[config.mk]
export PLATFORM = sky130hd
export DESIGN_NAME = ili9341_controller
export DESIGN_NICKNAME = d
export VERILOG_FILES = /design/src/design/lcd_pkg.sv /design/src/design/spi_word_if.sv /design/src/design/command_sequencer.sv /design/src/design/ili9341_controller.sv /design/src/design/pixel_streamer.sv /design/src/design/spi_serializer.sv
export VERILOG_INCLUDE_DIRS = /design/src /design/src/include
export SDC_FILE = /design/constraint.sdc
export NUM_CORES = 1
export LEC_CHECK = 0
export BUFFER_PORTS_ARGS = -buffer_cell sky130_fd_sc_hd__buf_4
export CORE_MARGIN = 10
export CORE_UTILIZATION = 40
export CTS_BUF_LIST = sky130_fd_sc_hd__clkbuf_4
export CTS_CLUSTER_SIZE = 24
export DETAILED_ROUTE_END_ITERATION = 6
export PLACE_DENSITY = 0.56
export SLEW_MARGIN = 40
export SYNTH_ARGS = -nofsm -noshare
export SYNTH_HDL_FRONTEND = slang
export SYNTH_HIERARCHICAL = 1
export SYNTH_SLANG_ARGS = --single-unit
[constraint.sdc]
create_clock -name clk -period 3.8 [get_ports clk]
set_input_delay 0.19 -clock clk [delete_from_list [all_inputs] [get_ports clk]]
set_output_delay 0.19 -clock clk [all_outputs]
set_load 0.05 [all_outputs]
[src/include/lcd_init_table.svh]
`ifndef LCD_INIT_TABLE_SVH
`define LCD_INIT_TABLE_SVH

// Power, VCOM, format and gamma setup sent once after software reset
localparam spi_word_t INIT_TABLE [INIT_LEN] = '{
    {DC_CMD,  CMD_PWCTRA},
    {DC_DATA, 8'h39},
    {DC_DATA, 8'h2C},
    {DC_DATA, 8'h00},
    {DC_DATA, 8'h34},
    {DC_DATA, 8'h02},
    {DC_CMD,  CMD_PWCTRB},
    {DC_DATA, 8'h00},
    {DC_DATA, 8'hC1},
    {DC_DATA, 8'h30},
    {DC_CMD,  CMD_DTCA},
    {DC_DATA, 8'h85},
    {DC_DATA, 8'h00},
    {DC_DATA, 8'h78},
    {DC_CMD,  CMD_DTCB},
    {DC_DATA, 8'h00},
    {DC_DATA, 8'h00},
    {DC_CMD,  CMD_PWSEQ},
    {DC_DATA, 8'h64},
    {DC_DATA, 8'h03},
    {DC_DATA, 8'h12},
    {DC_DATA, 8'h81},
    {DC_CMD,  CMD_PRC},
    {DC_DATA, 8'h20},
    {DC_CMD,  CMD_PWCTR1},
    {DC_DATA, 8'h23},             // VRH 4.60 V
    {DC_CMD,  CMD_PWCTR2},
    {DC_DATA, 8'h10},
    {DC_CMD,  CMD_VMCTR1},
    {DC_DATA, 8'h3E},
    {DC_DATA, 8'h28},
    {DC_CMD,  CMD_VMCTR2},
    {DC_DATA, 8'h86},
    {DC_CMD,  CMD_MADCTL},
    {DC_DATA, 8'h48},             // Portrait until MADCTL is sent again
    {DC_CMD,  CMD_VSCRSADD},
    {DC_DATA, 8'h00},
    {DC_CMD,  CMD_PIXFMT},
    {DC_DATA, 8'h55},             // 16 bits per pixel
    {DC_CMD,  CMD_FRMCTR1},
    {DC_DATA, 8'h00},
    {DC_DATA, 8'h18},             // 79 Hz
    {DC_CMD,  CMD_DFUNCTR},
    {DC_DATA, 8'h08},
    {DC_DATA, 8'h82},
    {DC_DATA, 8'h27},
    {DC_CMD,  CMD_GAMMA3EN},
    {DC_DATA, 8'h00},
    {DC_CMD,  CMD_GAMMASET},
    {DC_DATA, 8'h01},
    {DC_CMD,  CMD_GMCTRP1},
    {DC_DATA, 8'h0F},
    {DC_DATA, 8'h31},
    {DC_DATA, 8'h2B},
    {DC_DATA, 8'h0C},
    {DC_DATA, 8'h0E},
    {DC_DATA, 8'h08},
    {DC_DATA, 8'h4E},
    {DC_DATA, 8'hF1},
    {DC_DATA, 8'h37},
    {DC_DATA, 8'h07},
    {DC_DATA, 8'h10},
    {DC_DATA, 8'h03},
    {DC_DATA, 8'h0E},
    {DC_DATA, 8'h09},
    {DC_DATA, 8'h00},
    {DC_CMD,  CMD_GMCTRN1},
    {DC_DATA, 8'h00},
    {DC_DATA, 8'h0E},
    {DC_DATA, 8'h14},
    {DC_DATA, 8'h03},
    {DC_DATA, 8'h11},
    {DC_DATA, 8'h07},
    {DC_DATA, 8'h31},
    {DC_DATA, 8'hC1},
    {DC_DATA, 8'h48},
    {DC_DATA, 8'h08},
    {DC_DATA, 8'h0F},
    {DC_DATA, 8'h0C},
    {DC_DATA, 8'h31},
    {DC_DATA, 8'h36},
    {DC_DATA, 8'h0F},
    {DC_CMD,  CMD_SLPOUT}         // Needs the long wait after it
};

`endif

[src/design/lcd_pkg.sv]
`default_nettype none

package lcd_pkg;

    // ------------------------------------------------------------
    // Widths
    // ------------------------------------------------------------
    typedef logic [7:0]  byte_t;          // SPI payload byte
    typedef logic [8:0]  spi_word_t;      // {dc, byte}, dc=1 for data
    typedef logic [15:0] pixel_t;         // RGB565
    typedef logic [6:0]  init_index_t;    // Init table index
    typedef logic [3:0]  window_index_t;  // Address window index
    typedef logic [1:0]  credit_t;        // Link credit counter
    typedef logic [21:0] delay_t;         // Power-up delay counter

    localparam logic DC_CMD  = 1'b0;
    localparam logic DC_DATA = 1'b1;

    localparam int unsigned INIT_LEN             = 83;
    localparam int unsigned WINDOW_LEN           = 11;       // CASET x5, PASET x5, RAMWR
    localparam int unsigned SPI_CREDITS          = 1;
    localparam int unsigned DEFAULT_DELAY_CYCLES = 2500000;  // 100 ms at 25 MHz

    // ------------------------------------------------------------
    // ILI9341 commands
    // ------------------------------------------------------------
    localparam byte_t CMD_SWRESET  = 8'h01;  // Software reset
    localparam byte_t CMD_SLPOUT   = 8'h11;  // Sleep out
    localparam byte_t CMD_GAMMASET = 8'h26;  // Gamma curve select
    localparam byte_t CMD_DISPON   = 8'h29;  // Display on
    localparam byte_t CMD_CASET    = 8'h2A;  // Column address
    localparam byte_t CMD_PASET    = 8'h2B;  // Page address
    localparam byte_t CMD_RAMWR    = 8'h2C;  // Memory write
    localparam byte_t CMD_MADCTL   = 8'h36;  // Memory access control
    localparam byte_t CMD_VSCRSADD = 8'h37;  // Vertical scroll start
    localparam byte_t CMD_PIXFMT   = 8'h3A;  // Pixel format
    localparam byte_t CMD_FRMCTR1  = 8'hB1;  // Frame rate, normal mode
    localparam byte_t CMD_DFUNCTR  = 8'hB6;  // Display function control
    localparam byte_t CMD_PWCTR1   = 8'hC0;  // Power control 1
    localparam byte_t CMD_PWCTR2   = 8'hC1;  // Power control 2
    localparam byte_t CMD_VMCTR1   = 8'hC5;  // VCOM control 1
    localparam byte_t CMD_VMCTR2   = 8'hC7;  // VCOM control 2
    localparam byte_t CMD_PWCTRA   = 8'hCB;  // Power control A
    localparam byte_t CMD_PWCTRB   = 8'hCF;  // Power control B
    localparam byte_t CMD_GMCTRP1  = 8'hE0;  // Positive gamma
    localparam byte_t CMD_GMCTRN1  = 8'hE1;  // Negative gamma
    localparam byte_t CMD_DTCA     = 8'hE8;  // Driver timing A
    localparam byte_t CMD_DTCB     = 8'hEA;  // Driver timing B
    localparam byte_t CMD_PWSEQ    = 8'hED;  // Power-on sequence
    localparam byte_t CMD_GAMMA3EN = 8'hF2;  // 3-gamma enable
    localparam byte_t CMD_PRC      = 8'hF7;  // Pump ratio control

    // MADCTL flag bits
    localparam byte_t MADCTL_MY  = 8'h80;  // Row order flipped
    localparam byte_t MADCTL_MX  = 8'h40;  // Column order flipped
    localparam byte_t MADCTL_MV  = 8'h20;  // Row/column exchange
    localparam byte_t MADCTL_BGR = 8'h08;  // BGR panel order

    // Landscape, 320x240
    localparam byte_t MADCTL_ROTATION = MADCTL_MY | MADCTL_MX | MADCTL_MV | MADCTL_BGR;

    // ------------------------------------------------------------
    // Sequencer states
    // ------------------------------------------------------------
    typedef enum logic [3:0] {
        START,
        SEND_RESET,
        WAIT_RESET,
        SEND_INIT,
        WAIT_INIT,
        DISPLAY_ON,
        WAIT_ON,
        SET_ROTATION,
        SET_WINDOW,
        FRAME_LOOP,
        WAIT_FRAME
    } seq_state_t;

endpackage

`default_nettype wire

[src/design/spi_word_if.sv]
`timescale 1ns/1ns
`default_nettype none

// Word link from sequencer to serializer, one credit in flight
interface spi_word_if;
    import lcd_pkg::*;

    logic      valid;   // One-cycle pulse, spends a credit
    spi_word_t word;    // {dc, byte}
    logic      credit;  // One-cycle pulse, word fully shifted out

    modport source (
        output valid,
        output word,
        input  credit
    );

    modport sink (
        input  valid,
        input  word,
        output credit
    );

endinterface

`default_nettype wire

[src/design/command_sequencer.sv]
`timescale 1ns/1ns
`default_nettype none

module command_sequencer #(
    parameter int unsigned DELAY_CYCLES = lcd_pkg::DEFAULT_DELAY_CYCLES
) (
    input  logic           clk,
    input  logic           rst,
    spi_word_if.source     link,
    input  lcd_pkg::byte_t pixel_byte,
    input  logic           frame_done,
    output logic           take
);
    import lcd_pkg::*;
    `include "lcd_init_table.svh"

    seq_state_t    state;
    seq_state_t    wait_next;   // Where a wait state goes when done
    init_index_t   init_idx;
    window_index_t win_idx;     // Also steps the rotation pair
    delay_t        delay_cnt;
    credit_t       credits;
    credit_t       in_flight;   // Words seen on the link and not yet credited
    logic          have_credit;
    logic          issue;
    logic          delay_done;
    spi_word_t     next_word;

    // Full 320x240 landscape address window
    function automatic spi_word_t window_word(window_index_t idx);
        case (idx)
            4'd0:    return {DC_CMD,  CMD_CASET};
            4'd1:    return {DC_DATA, 8'h00};    // Column start
            4'd2:    return {DC_DATA, 8'h00};
            4'd3:    return {DC_DATA, 8'h01};    // Column end 319
            4'd4:    return {DC_DATA, 8'h3F};
            4'd5:    return {DC_CMD,  CMD_PASET};
            4'd6:    return {DC_DATA, 8'h00};    // Page start
            4'd7:    return {DC_DATA, 8'h00};
            4'd8:    return {DC_DATA, 8'h00};    // Page end 239
            4'd9:    return {DC_DATA, 8'hEF};
            default: return {DC_CMD,  CMD_RAMWR};
        endcase
    endfunction

    assign have_credit = (credits != '0);
    assign delay_done  = (delay_cnt == delay_t'(DELAY_CYCLES - 1));

    // ------------------------------------------------------------
    // Word select and issue decision
    // ------------------------------------------------------------
    always_comb begin
        issue     = 1'b0;
        wait_next = state;
        next_word = {DC_CMD, CMD_SWRESET};
        case (state)
            SEND_RESET: issue = have_credit;
            SEND_INIT: begin
                issue     = have_credit;
                next_word = INIT_TABLE[init_idx];
            end
            DISPLAY_ON: begin
                issue     = have_credit;
                next_word = {DC_CMD, CMD_DISPON};
            end
            SET_ROTATION: begin
                issue     = have_credit;
                next_word = (win_idx == '0) ? {DC_CMD, CMD_MADCTL} : {DC_DATA, MADCTL_ROTATION};
            end
            SET_WINDOW: begin
                issue     = have_credit;
                next_word = window_word(win_idx);
            end
            FRAME_LOOP: begin
                issue     = have_credit && !frame_done;  // Hold off new bytes only
                next_word = {DC_DATA, pixel_byte};
            end
            WAIT_RESET: wait_next = SEND_INIT;
            WAIT_INIT:  wait_next = DISPLAY_ON;
            WAIT_ON:    wait_next = SET_ROTATION;
            default: ;
        endcase
    end

    // ------------------------------------------------------------
    // State, indices and delay counter
    // ------------------------------------------------------------
    always_ff @(posedge clk) begin
        if (rst) begin
            state     <= START;
            init_idx  <= '0;
            win_idx   <= '0;
            delay_cnt <= '0;
        end else begin
            case (state)
                START:      state <= SEND_RESET;
                SEND_RESET: if (issue) state <= WAIT_RESET;
                SEND_INIT: begin
                    if (issue) begin
                        if (init_idx == init_index_t'(INIT_LEN - 1)) begin
                            init_idx <= '0;
                            state    <= WAIT_INIT;
                        end else begin
                            init_idx <= init_idx + init_index_t'(1);
                        end
                    end
                end
                DISPLAY_ON: if (issue) state <= WAIT_ON;
                SET_ROTATION: begin
                    if (issue) begin
                        if (win_idx == window_index_t'(1)) begin
                            win_idx <= '0;
                            state   <= SET_WINDOW;
                        end else begin
                            win_idx <= win_idx + window_index_t'(1);
                        end
                    end
                end
                SET_WINDOW: begin
                    if (issue) begin
                        if (win_idx == window_index_t'(WINDOW_LEN - 1)) begin
                            win_idx <= '0;
                            state   <= FRAME_LOOP;
                        end else begin
                            win_idx <= win_idx + window_index_t'(1);
                        end
                    end
                end
                FRAME_LOOP: if (frame_done) state <= WAIT_FRAME;
                WAIT_FRAME: if (!frame_done) state <= FRAME_LOOP;
                default: begin
                    // Count only once the last word is out on the wire
                    if (credits == credit_t'(SPI_CREDITS)) begin
                        if (delay_done) begin
                            delay_cnt <= '0;
                            state     <= wait_next;
                        end else begin
                            delay_cnt <= delay_cnt + delay_t'(1);
                        end
                    end
                end
            endcase
        end
    end

    // ------------------------------------------------------------
    // Link outputs and credit counter
    // ------------------------------------------------------------
    always_ff @(posedge clk) begin
        if (rst) begin
            link.valid <= 1'b0;
            take       <= 1'b0;
            credits    <= credit_t'(SPI_CREDITS);
        end else begin
            link.valid <= issue;
            take       <= issue && (state == FRAME_LOOP);  // Pixel byte consumed
            credits    <= credits + credit_t'(link.credit) - credit_t'(issue);
        end
    end

    always_ff @(posedge clk) begin
        if (issue) begin
            link.word <= next_word;
        end
    end

    // Outstanding words as seen on the link pins
    always_ff @(posedge clk) begin
        if (rst) begin
            in_flight <= '0;
        end else begin
            in_flight <= in_flight + credit_t'(link.valid) - credit_t'(link.credit);
        end
    end

    a_credit_max: assert property (
        @(posedge clk) disable iff (rst)
        credits <= credit_t'(SPI_CREDITS)
    );

    a_valid_has_credit: assert property (
        @(posedge clk) disable iff (rst)
        link.valid |-> in_flight < credit_t'(SPI_CREDITS)
    );

endmodule

`default_nettype wire

[src/design/ili9341_controller.sv]
`timescale 1ns/1ns
`default_nettype none

module ili9341_controller #(
    parameter int unsigned DELAY_CYCLES = lcd_pkg::DEFAULT_DELAY_CYCLES
) (
    input  logic            clk,
    input  logic            rst,
    input  lcd_pkg::pixel_t input_data,
    input  logic            frame_done,
    output logic            spi_mosi,
    output logic            spi_sck,
    output logic            spi_cs,
    output logic            spi_dc,
    output logic            data_clk
);
    import lcd_pkg::*;

    byte_t pixel_byte;  // Selected half of input_data
    logic  take;

    spi_word_if link0 ();

    command_sequencer #(
        .DELAY_CYCLES (DELAY_CYCLES)
    ) seq0 (
        .clk        (clk),
        .rst        (rst),
        .link       (link0.source),
        .pixel_byte (pixel_byte),
        .frame_done (frame_done),
        .take       (take)
    );

    spi_serializer ser0 (
        .clk      (clk),
        .rst      (rst),
        .link     (link0.sink),
        .spi_mosi (spi_mosi),
        .spi_sck  (spi_sck),
        .spi_cs   (spi_cs),
        .spi_dc   (spi_dc)
    );

    pixel_streamer pix0 (
        .clk        (clk),
        .rst        (rst),
        .input_data (input_data),
        .take       (take),
        .pixel_byte (pixel_byte),
        .data_clk   (data_clk)
    );

endmodule

`default_nettype wire

[src/design/pixel_streamer.sv]
`timescale 1ns/1ns
`default_nettype none

module pixel_streamer (
    input  logic            clk,
    input  logic            rst,
    input  lcd_pkg::pixel_t input_data,
    input  logic            take,
    output lcd_pkg::byte_t  pixel_byte,
    output logic            data_clk
);
    import lcd_pkg::*;

    logic low_sel;  // 0: high byte pending, 1: low byte pending

    // Flip after each byte the sequencer has taken
    always_ff @(posedge clk) begin
        if (rst) begin
            low_sel <= 1'b0;
        end else if (take) begin
            low_sel <= !low_sel;
        end
    end

    // High byte goes first on the wire
    always_comb begin
        if (low_sel) begin
            pixel_byte = input_data[7:0];
        end else begin
            pixel_byte = input_data[15:8];
        end
    end

    // Falling edge tells the source to present the next pixel
    assign data_clk = low_sel;

endmodule

`default_nettype wire

[src/design/spi_serializer.sv]
`timescale 1ns/1ns
`default_nettype none

module spi_serializer (
    input  logic       clk,
    input  logic       rst,
    spi_word_if.sink   link,
    output logic       spi_mosi,
    output logic       spi_sck,
    output logic       spi_cs,
    output logic       spi_dc
);
    import lcd_pkg::*;

    byte_t      shreg;    // MSB drives mosi
    logic [2:0] bit_cnt;
    logic       busy;     // From accept until credit is returned
    logic       credit_q;

    assign spi_mosi    = shreg[7];
    assign link.credit = credit_q;

    // ------------------------------------------------------------
    // Shift engine, sck = clk/2, mode 0
    // ------------------------------------------------------------
    always_ff @(posedge clk) begin
        if (rst) begin
            shreg    <= '0;
            bit_cnt  <= '0;
            busy     <= 1'b0;
            credit_q <= 1'b0;
            spi_sck  <= 1'b0;
            spi_cs   <= 1'b1;
            spi_dc   <= 1'b0;
        end else begin
            credit_q <= 1'b0;
            if (!busy) begin
                if (link.valid) begin
                    busy    <= 1'b1;
                    spi_cs  <= 1'b0;             // Falls the cycle after valid
                    spi_dc  <= link.word[8];
                    shreg   <= link.word[7:0];
                    bit_cnt <= '0;
                end
            end else if (!spi_cs) begin
                if (!spi_sck) begin
                    spi_sck <= 1'b1;             // Display samples here
                end else begin
                    spi_sck <= 1'b0;
                    if (bit_cnt == 3'd7) begin
                        spi_cs <= 1'b1;          // Last bit done
                    end else begin
                        shreg   <= {shreg[6:0], 1'b0};
                        bit_cnt <= bit_cnt + 3'd1;
                    end
                end
            end else begin
                // cs already high, hand the credit back
                credit_q <= 1'b1;
                busy     <= 1'b0;
            end
        end
    end

    // ------------------------------------------------------------
    // The source must wait for the credit before the next word
    // ------------------------------------------------------------
    a_no_valid_while_busy: assert property (
        @(posedge clk) disable iff (rst)
        link.valid |-> !busy
    );

endmodule

`default_nettype wire

## Word level (Yosys, flattened, before mapping)

Memories as Yosys holds them, arrays and structs flattened. A register that Yosys moved wholly into a read port is not among the register bits.
Cells that the tools add are included.

| word-level totals | value |
|---|---|
| register bits after elaboration | 67 |
| memory bits (read-only) | 1296 |
| input port bits | 19 |
| output and inout port bits | 5 |
| logic and storage cells | 129 |
| memories | 2 |

Memory list:

| name | depth | bits a word | rd ports | clocked after memory_dff | wr ports | RTL line | source |
|---|---|---|---|---|---|---|---|
| (no name shown) | 128 | 9 | 1 | 0 | 0 | command_sequencer.sv:60 | `next_word = INIT_TABLE[init_idx];` |
| (no name shown) | 16 | 9 | 1 | 1 | 0 | command_sequencer.sv:31 | `case (idx)` |

| operators by class | value |
|---|---|
| add/sub/neg operators | 6 |
| magnitude comparators | 1 |
| equality and inequality tests | 29 |
| multiplexer cells | 49 |
| bitwise logic cells | 4 |
| reductions and logical operators | 22 |

Operators with widths:

| cell | number |
|---|---|
| 4-bit 2-to-1 mux | 18 |
| 8-bit 2-to-1 mux | 6 |
| 9-bit case mux with 5 select lines | 1 |
| 4-bit case mux with 8 select lines | 1 |
| 9-bit 2-to-1 mux | 3 |
| 22-bit by 1-bit adder with 22-bit output, second input constant | 1 |
| 22-bit equality test, second input constant | 1 |
| 22-bit 2-to-1 mux | 1 |
| 2-bit by 1-bit != test with 1-bit output, second input constant | 9 |
| 9-bit nonzero test | 2 |
| 4-bit by 3-bit equality test with 1-bit output, second input constant | 4 |
| 4-bit equality test, second input constant | 4 |
| 3-bit 2-to-1 mux | 5 |
| 13-bit AND reduction | 1 |
| 4-bit case mux with 3 select lines | 1 |
| 11-bit nonzero test | 1 |
| 1-bit 2-to-1 mux | 10 |
| 4-bit by 1-bit equality test with 1-bit output, second input constant | 2 |
| 4-bit by 2-bit equality test with 1-bit output, second input constant | 2 |
| 8-bit greater-or-equal comparator, second input constant | 1 |
| 4-bit zero test | 2 |
| 2-bit != test, second input constant | 4 |
| 7-bit inverter with 8-bit output | 1 |
| 4-bit case mux with 2 select lines | 1 |
| 20 further kinds | 29 |

## Depth between registers and ports, before layout

| logic depth | value |
|---|---|
| word-level depth | 7 |
| mapped depth | 10 |
| gate-level depth less buffers | 9 |

## Modules after synthesis

Netlist, hierarchy kept.

By module, submodules not included:

| module | times used | cells an instance | area each (um2) | sequential area each (um2) |
|---|---|---|---|---|
| command_sequencer | 1 | 525 | 4194.0 | 1231.2 |
| spi_serializer | 1 | 68 | 699.4 | 320.3 |
| pixel_streamer | 1 | 12 | 163.9 | 20.0 |

## Least setup slack after synthesis

Ideal clock, no wire load.

| timing path | value |
|---|---|
| path type | reg2reg |
| from | register seq0.init_idx[1] |
| to | register seq0.link.word[4] (data pin) |
| library setup time | 0.272 ns |
| arrival time | 2.456 ns |
| required time | 3.528 ns |
| setup slack | 1.072 ns |
| cell stages (with the launch flop) | 9 |
| buffers on the path | 2 |
| clock period less this slack | 2.728 ns |
| cell sequence | dfxtp_1 -> buf_1 -> inv_1 -> ha_1 -> clkbuf_1 -> mux4_2 -> mux4_2 -> nand2_1 -> o2111ai_1 |

| on the way | value |
|---|---|
| word-level cells in the longest chain between the ends | 5 |

RTL lines:

| element | RTL line | source |
|---|---|---|
| from (decl) | command_sequencer.sv:19 | `init_index_t init_idx;` |
| from (signal assigned) | command_sequencer.sv:104 | `init_idx <= init_idx + init_index_t'(1);` |
| 7-bit inverter with 8-bit output (not written as such) | command_sequencer.sv:60 |  |
| memory read 128 x 9 bit | -- |  |
| 9-bit 2-to-1 mux (not written as such) (2 in a row) | command_sequencer.sv:60 |  |
| 9-bit case mux with 5 select lines | command_sequencer.sv:56 | `case (state)` |
| to (signal assigned) | command_sequencer.sv:163 | `link.word <= next_word;` |
| to (decl) | spi_word_if.sv:14 | `output word,` |

Every way passes these cells. The select of a mux whose other input is x is not followed.
A chain may end at the register's enable or synchronous reset.

==> impl_metrics.yaml <==
logic_synthesis:
  yosys.area.top_type_share_pct: 25.73
  yosysUniqueCellTypes: 80
  yosys-top-cells-count: "dfxtp_1, nor2_1, nand2_1"
  yosys.area.top_type: "dfxtp_1"
  yosys_most_used_dff: "dfxtp_1"
  syn_inst: 605
  syn-num-nets: 638
  synthArstFlopShare_pct: 0
  synth-seq-cells: 74
  avgSynthCellArea_um2: 8.359
  synth_area_leaders: "dfxtp_1, edfxtp_1, a21oi_1"
  syn_area_mm2: 0.005057
  ys.warnings.count: 6
  seq_area_frac_synth_pct: 31.07
  synthMostInstantiatedCell: "dfxtp_1"
  synth_edf_count: 9
placement:
  place_congestion: 0.8874
  hpwl_mm: 9.213
  dp.cells: 768
  portBuffers: 23
grt:
  grt_max_degree: 38
  grt_pass1_wl_mm: 21.27
  antenna_found_initial: 0
  grt_pass1_vias: 4325
  grt_overflow: 0
  grt_use_total_pct: 14.36
clocking:
  postCtsSetupBuffers: 0
  root_buffer: "clkbuf_4"
  htree_levels: 3
  numClockSinks: 74
  cts_hold_buf: 0
  cts_resized: 0
  insertion_delay_ps: 440
  clkTransAtPathRegs_ps: 140
  cts_tree: "yes"
  cts_buffers: 9
  cts_max_path_buffers: 2
final_layout:
  diodes: 0
  drive_above_1_share_pct: 15.69
  layout.nets: 640
  fin_util_pct: 43.67
  instances_no_fill: 784
  area_growth_pct: 8.090
  fillers: 1272
setup_path:
  critPathMaxFanout: 16
  arrival_ps: 3140
  crit_path_start_kind: "flip-flop"
  reg2reg_slack_ps: 1030
  critPathKind: "flip-flop to flip-flop"
  end_kind: "flip-flop"
  max_stage_delay_ps: 730
  critical_path_required_ps: 4170
  critical_path.cell_chain: "or4b_1 -> a21o_1 -> a311o_1 -> a21oi_1 -> nand3_1 -> o211ai_1"
  crit_slowest_cell: "or4b_1"
sta:
  hold_viol_final: 0
  rsz0062_at_grt: "false"
  max_freq_mhz: 361.3
  slew_headroom_pct: 49.31
  min_period_over_period_pct: 72.83
  maxSlewViolCount: 0
  setup_tns_ps: 0
  fin_skew_ps: 22.59
  period_needed_ps: 2768
  finalSetupViolations: 0
  tightest_slew_ps: 758.8
routing:
  vias: 4461
  ant_nets: 0
  route.met3.wl_um: 690
  wl_met2_mm: 6.247
  wl_mm: 12.69
  drtIter0Drc: 366
  wirelength_met1_mm: 5.492
  wl_per_cell_um: 16.18
  drc: 0
  drt_first_pass_iters: 5
  top_layer_used: "met4"
  drt-vias-per-instance: 5.690
power_and_ir_drop:
  combPwrFrac_pct: 30.4
  power_uw: 2239
  p_per_area_mw_per_mm2: 409.7
  p_sw_share_pct: 34.84
  cellLeakagePower_uw: 0.001984
  pwr-share-seq_pct: 44.1
  ir_worst_vdd_mv: 0.2280
  switching_power_uw: 780.2
  p_clk_share_pct: 25.5
  p_int_uw: 1459
run_status:
  status: "completed"
worst_hold_path:
  worstHoldPathType: "primary input to flip-flop"
floorplanning:
  die_y_um: 132.4
  dieArea_mm2: 0.01754
  initial_utilization_pct: 40.40
  core-area_mm2: 0.01252
  die_w_um: 132.4
  io_pins: 24
  num_rows: 41
job:
  cap_viol_max_count: 0
[cells by family (layout without fill, tap and decap cells)]
logic type,count (synthesis),count (layout),synth area share (%)
AO/OA/AOI/OAI,153,153,20.51
XOR/XNOR,30,30,5.196
adder cells (fa/ha/maj),14,14,3.464
buffers and inverters,64,71,6.482
flip-flops,74,74,31.07
multiplexers,40,40,9.847
AND/OR/NAND/NOR,230,230,23.43
[worst paths after layout]
| path | cells past startpoint | end | startpoint |
|---|---|---|---|
| min reg2reg | 2 | ser0/spi_dc | ser0/spi_dc |
| max | 6 | flip-flop | seq0/state[2] |
| max reg2reg | 6 | flip-flop | seq0/state[2] |
| min | 2 | pix0/data_clk | rst |
[critical path, delay by kind of cell (launching register included)]
kind               cells  cell delay [ps]
and+or+nand+nor        2              950
DFF                    1              480
AOI/OAI and AO/OA      4             1270
[per-layer routing]
metal  global-route usage (%)  vias up
met5                        0        -
met4                    5.562        0
met3                    3.293       21
li1                         -     2205
met1                    17.57     2104
met2                    23.92      131
[cell type report]
class | count | area, um2 | share of cell area, %
multi-input cells | 467 | 3167 | 57.93
clock buffers | 9 | 67.56 | 1.236
clock inverters | 7 | 98.84 | 1.808
repair buffers | 37 | 277.8 | 5.081
flip-flops and latches | 74 | 1573 | 28.77
well taps | 172 | 215.2 | 3.937
inverters | 18 | 67.56 | 1.236
[power by group through the flow]
stage                     sequential, uW  clock (uW)  combinational, uW
final                                987         571                682
after global routing                1000         631                754
after CTS                            986         590                684
after detailed placement            1010           0                680
after global placement              1000           0                671
after floorplan                      988           0                549
[flip-flops by register name, indices dropped and copies added (netlist names), 2 cells and up, named ones only]
name and cells:
seq0/delay_cnt 22, seq0/link.word 9, ser0/shreg 8, seq0/init_idx 7, seq0/state 4, seq0/win_idx 4
ser0/bit_cnt 3, seq0/credits 2
[cells in the final DEF (no fill, tap or decap), types with 4 or more instances in the layout]
cell	n
inv_1	16
o211ai_1	6
a21oi_1	45
mux4_2	4
edfxtp_1	9
nand4_1	6
a211oi_1	16
mux2i_1	22
xnor2_1	9
o2111ai_1	6
nor2_1	60
xor2_1	21
nand3_1	27
buf_4	37
nand2_1	54
o311ai_0	4
a31oi_1	9
nor2b_1	8
nand2b_1	10
o21ai_0	26
ha_1	14
mux2_4	8
a22oi_1	4
nor3b_1	4
dfxtp_1	64
or2_2	5
and3_1	4
or2b_2	4
mux2_2	6
clkbuf_4	9
nor3_1	17
[metrics by stage]
stage	instance area, um2	setup slack [ps]	hold WS [ps]
2_1_floorplan	5057	1072	262.4
3_3_place_gp	5290	1091	451.1
3_5_place_dp	5300	1027	452.3
4_1_cts	5466	1003	101.2
5_1_grt	5466	802.9	97.33
6_report	5466	1032	129.3
(Power assumes the default switching activity.)
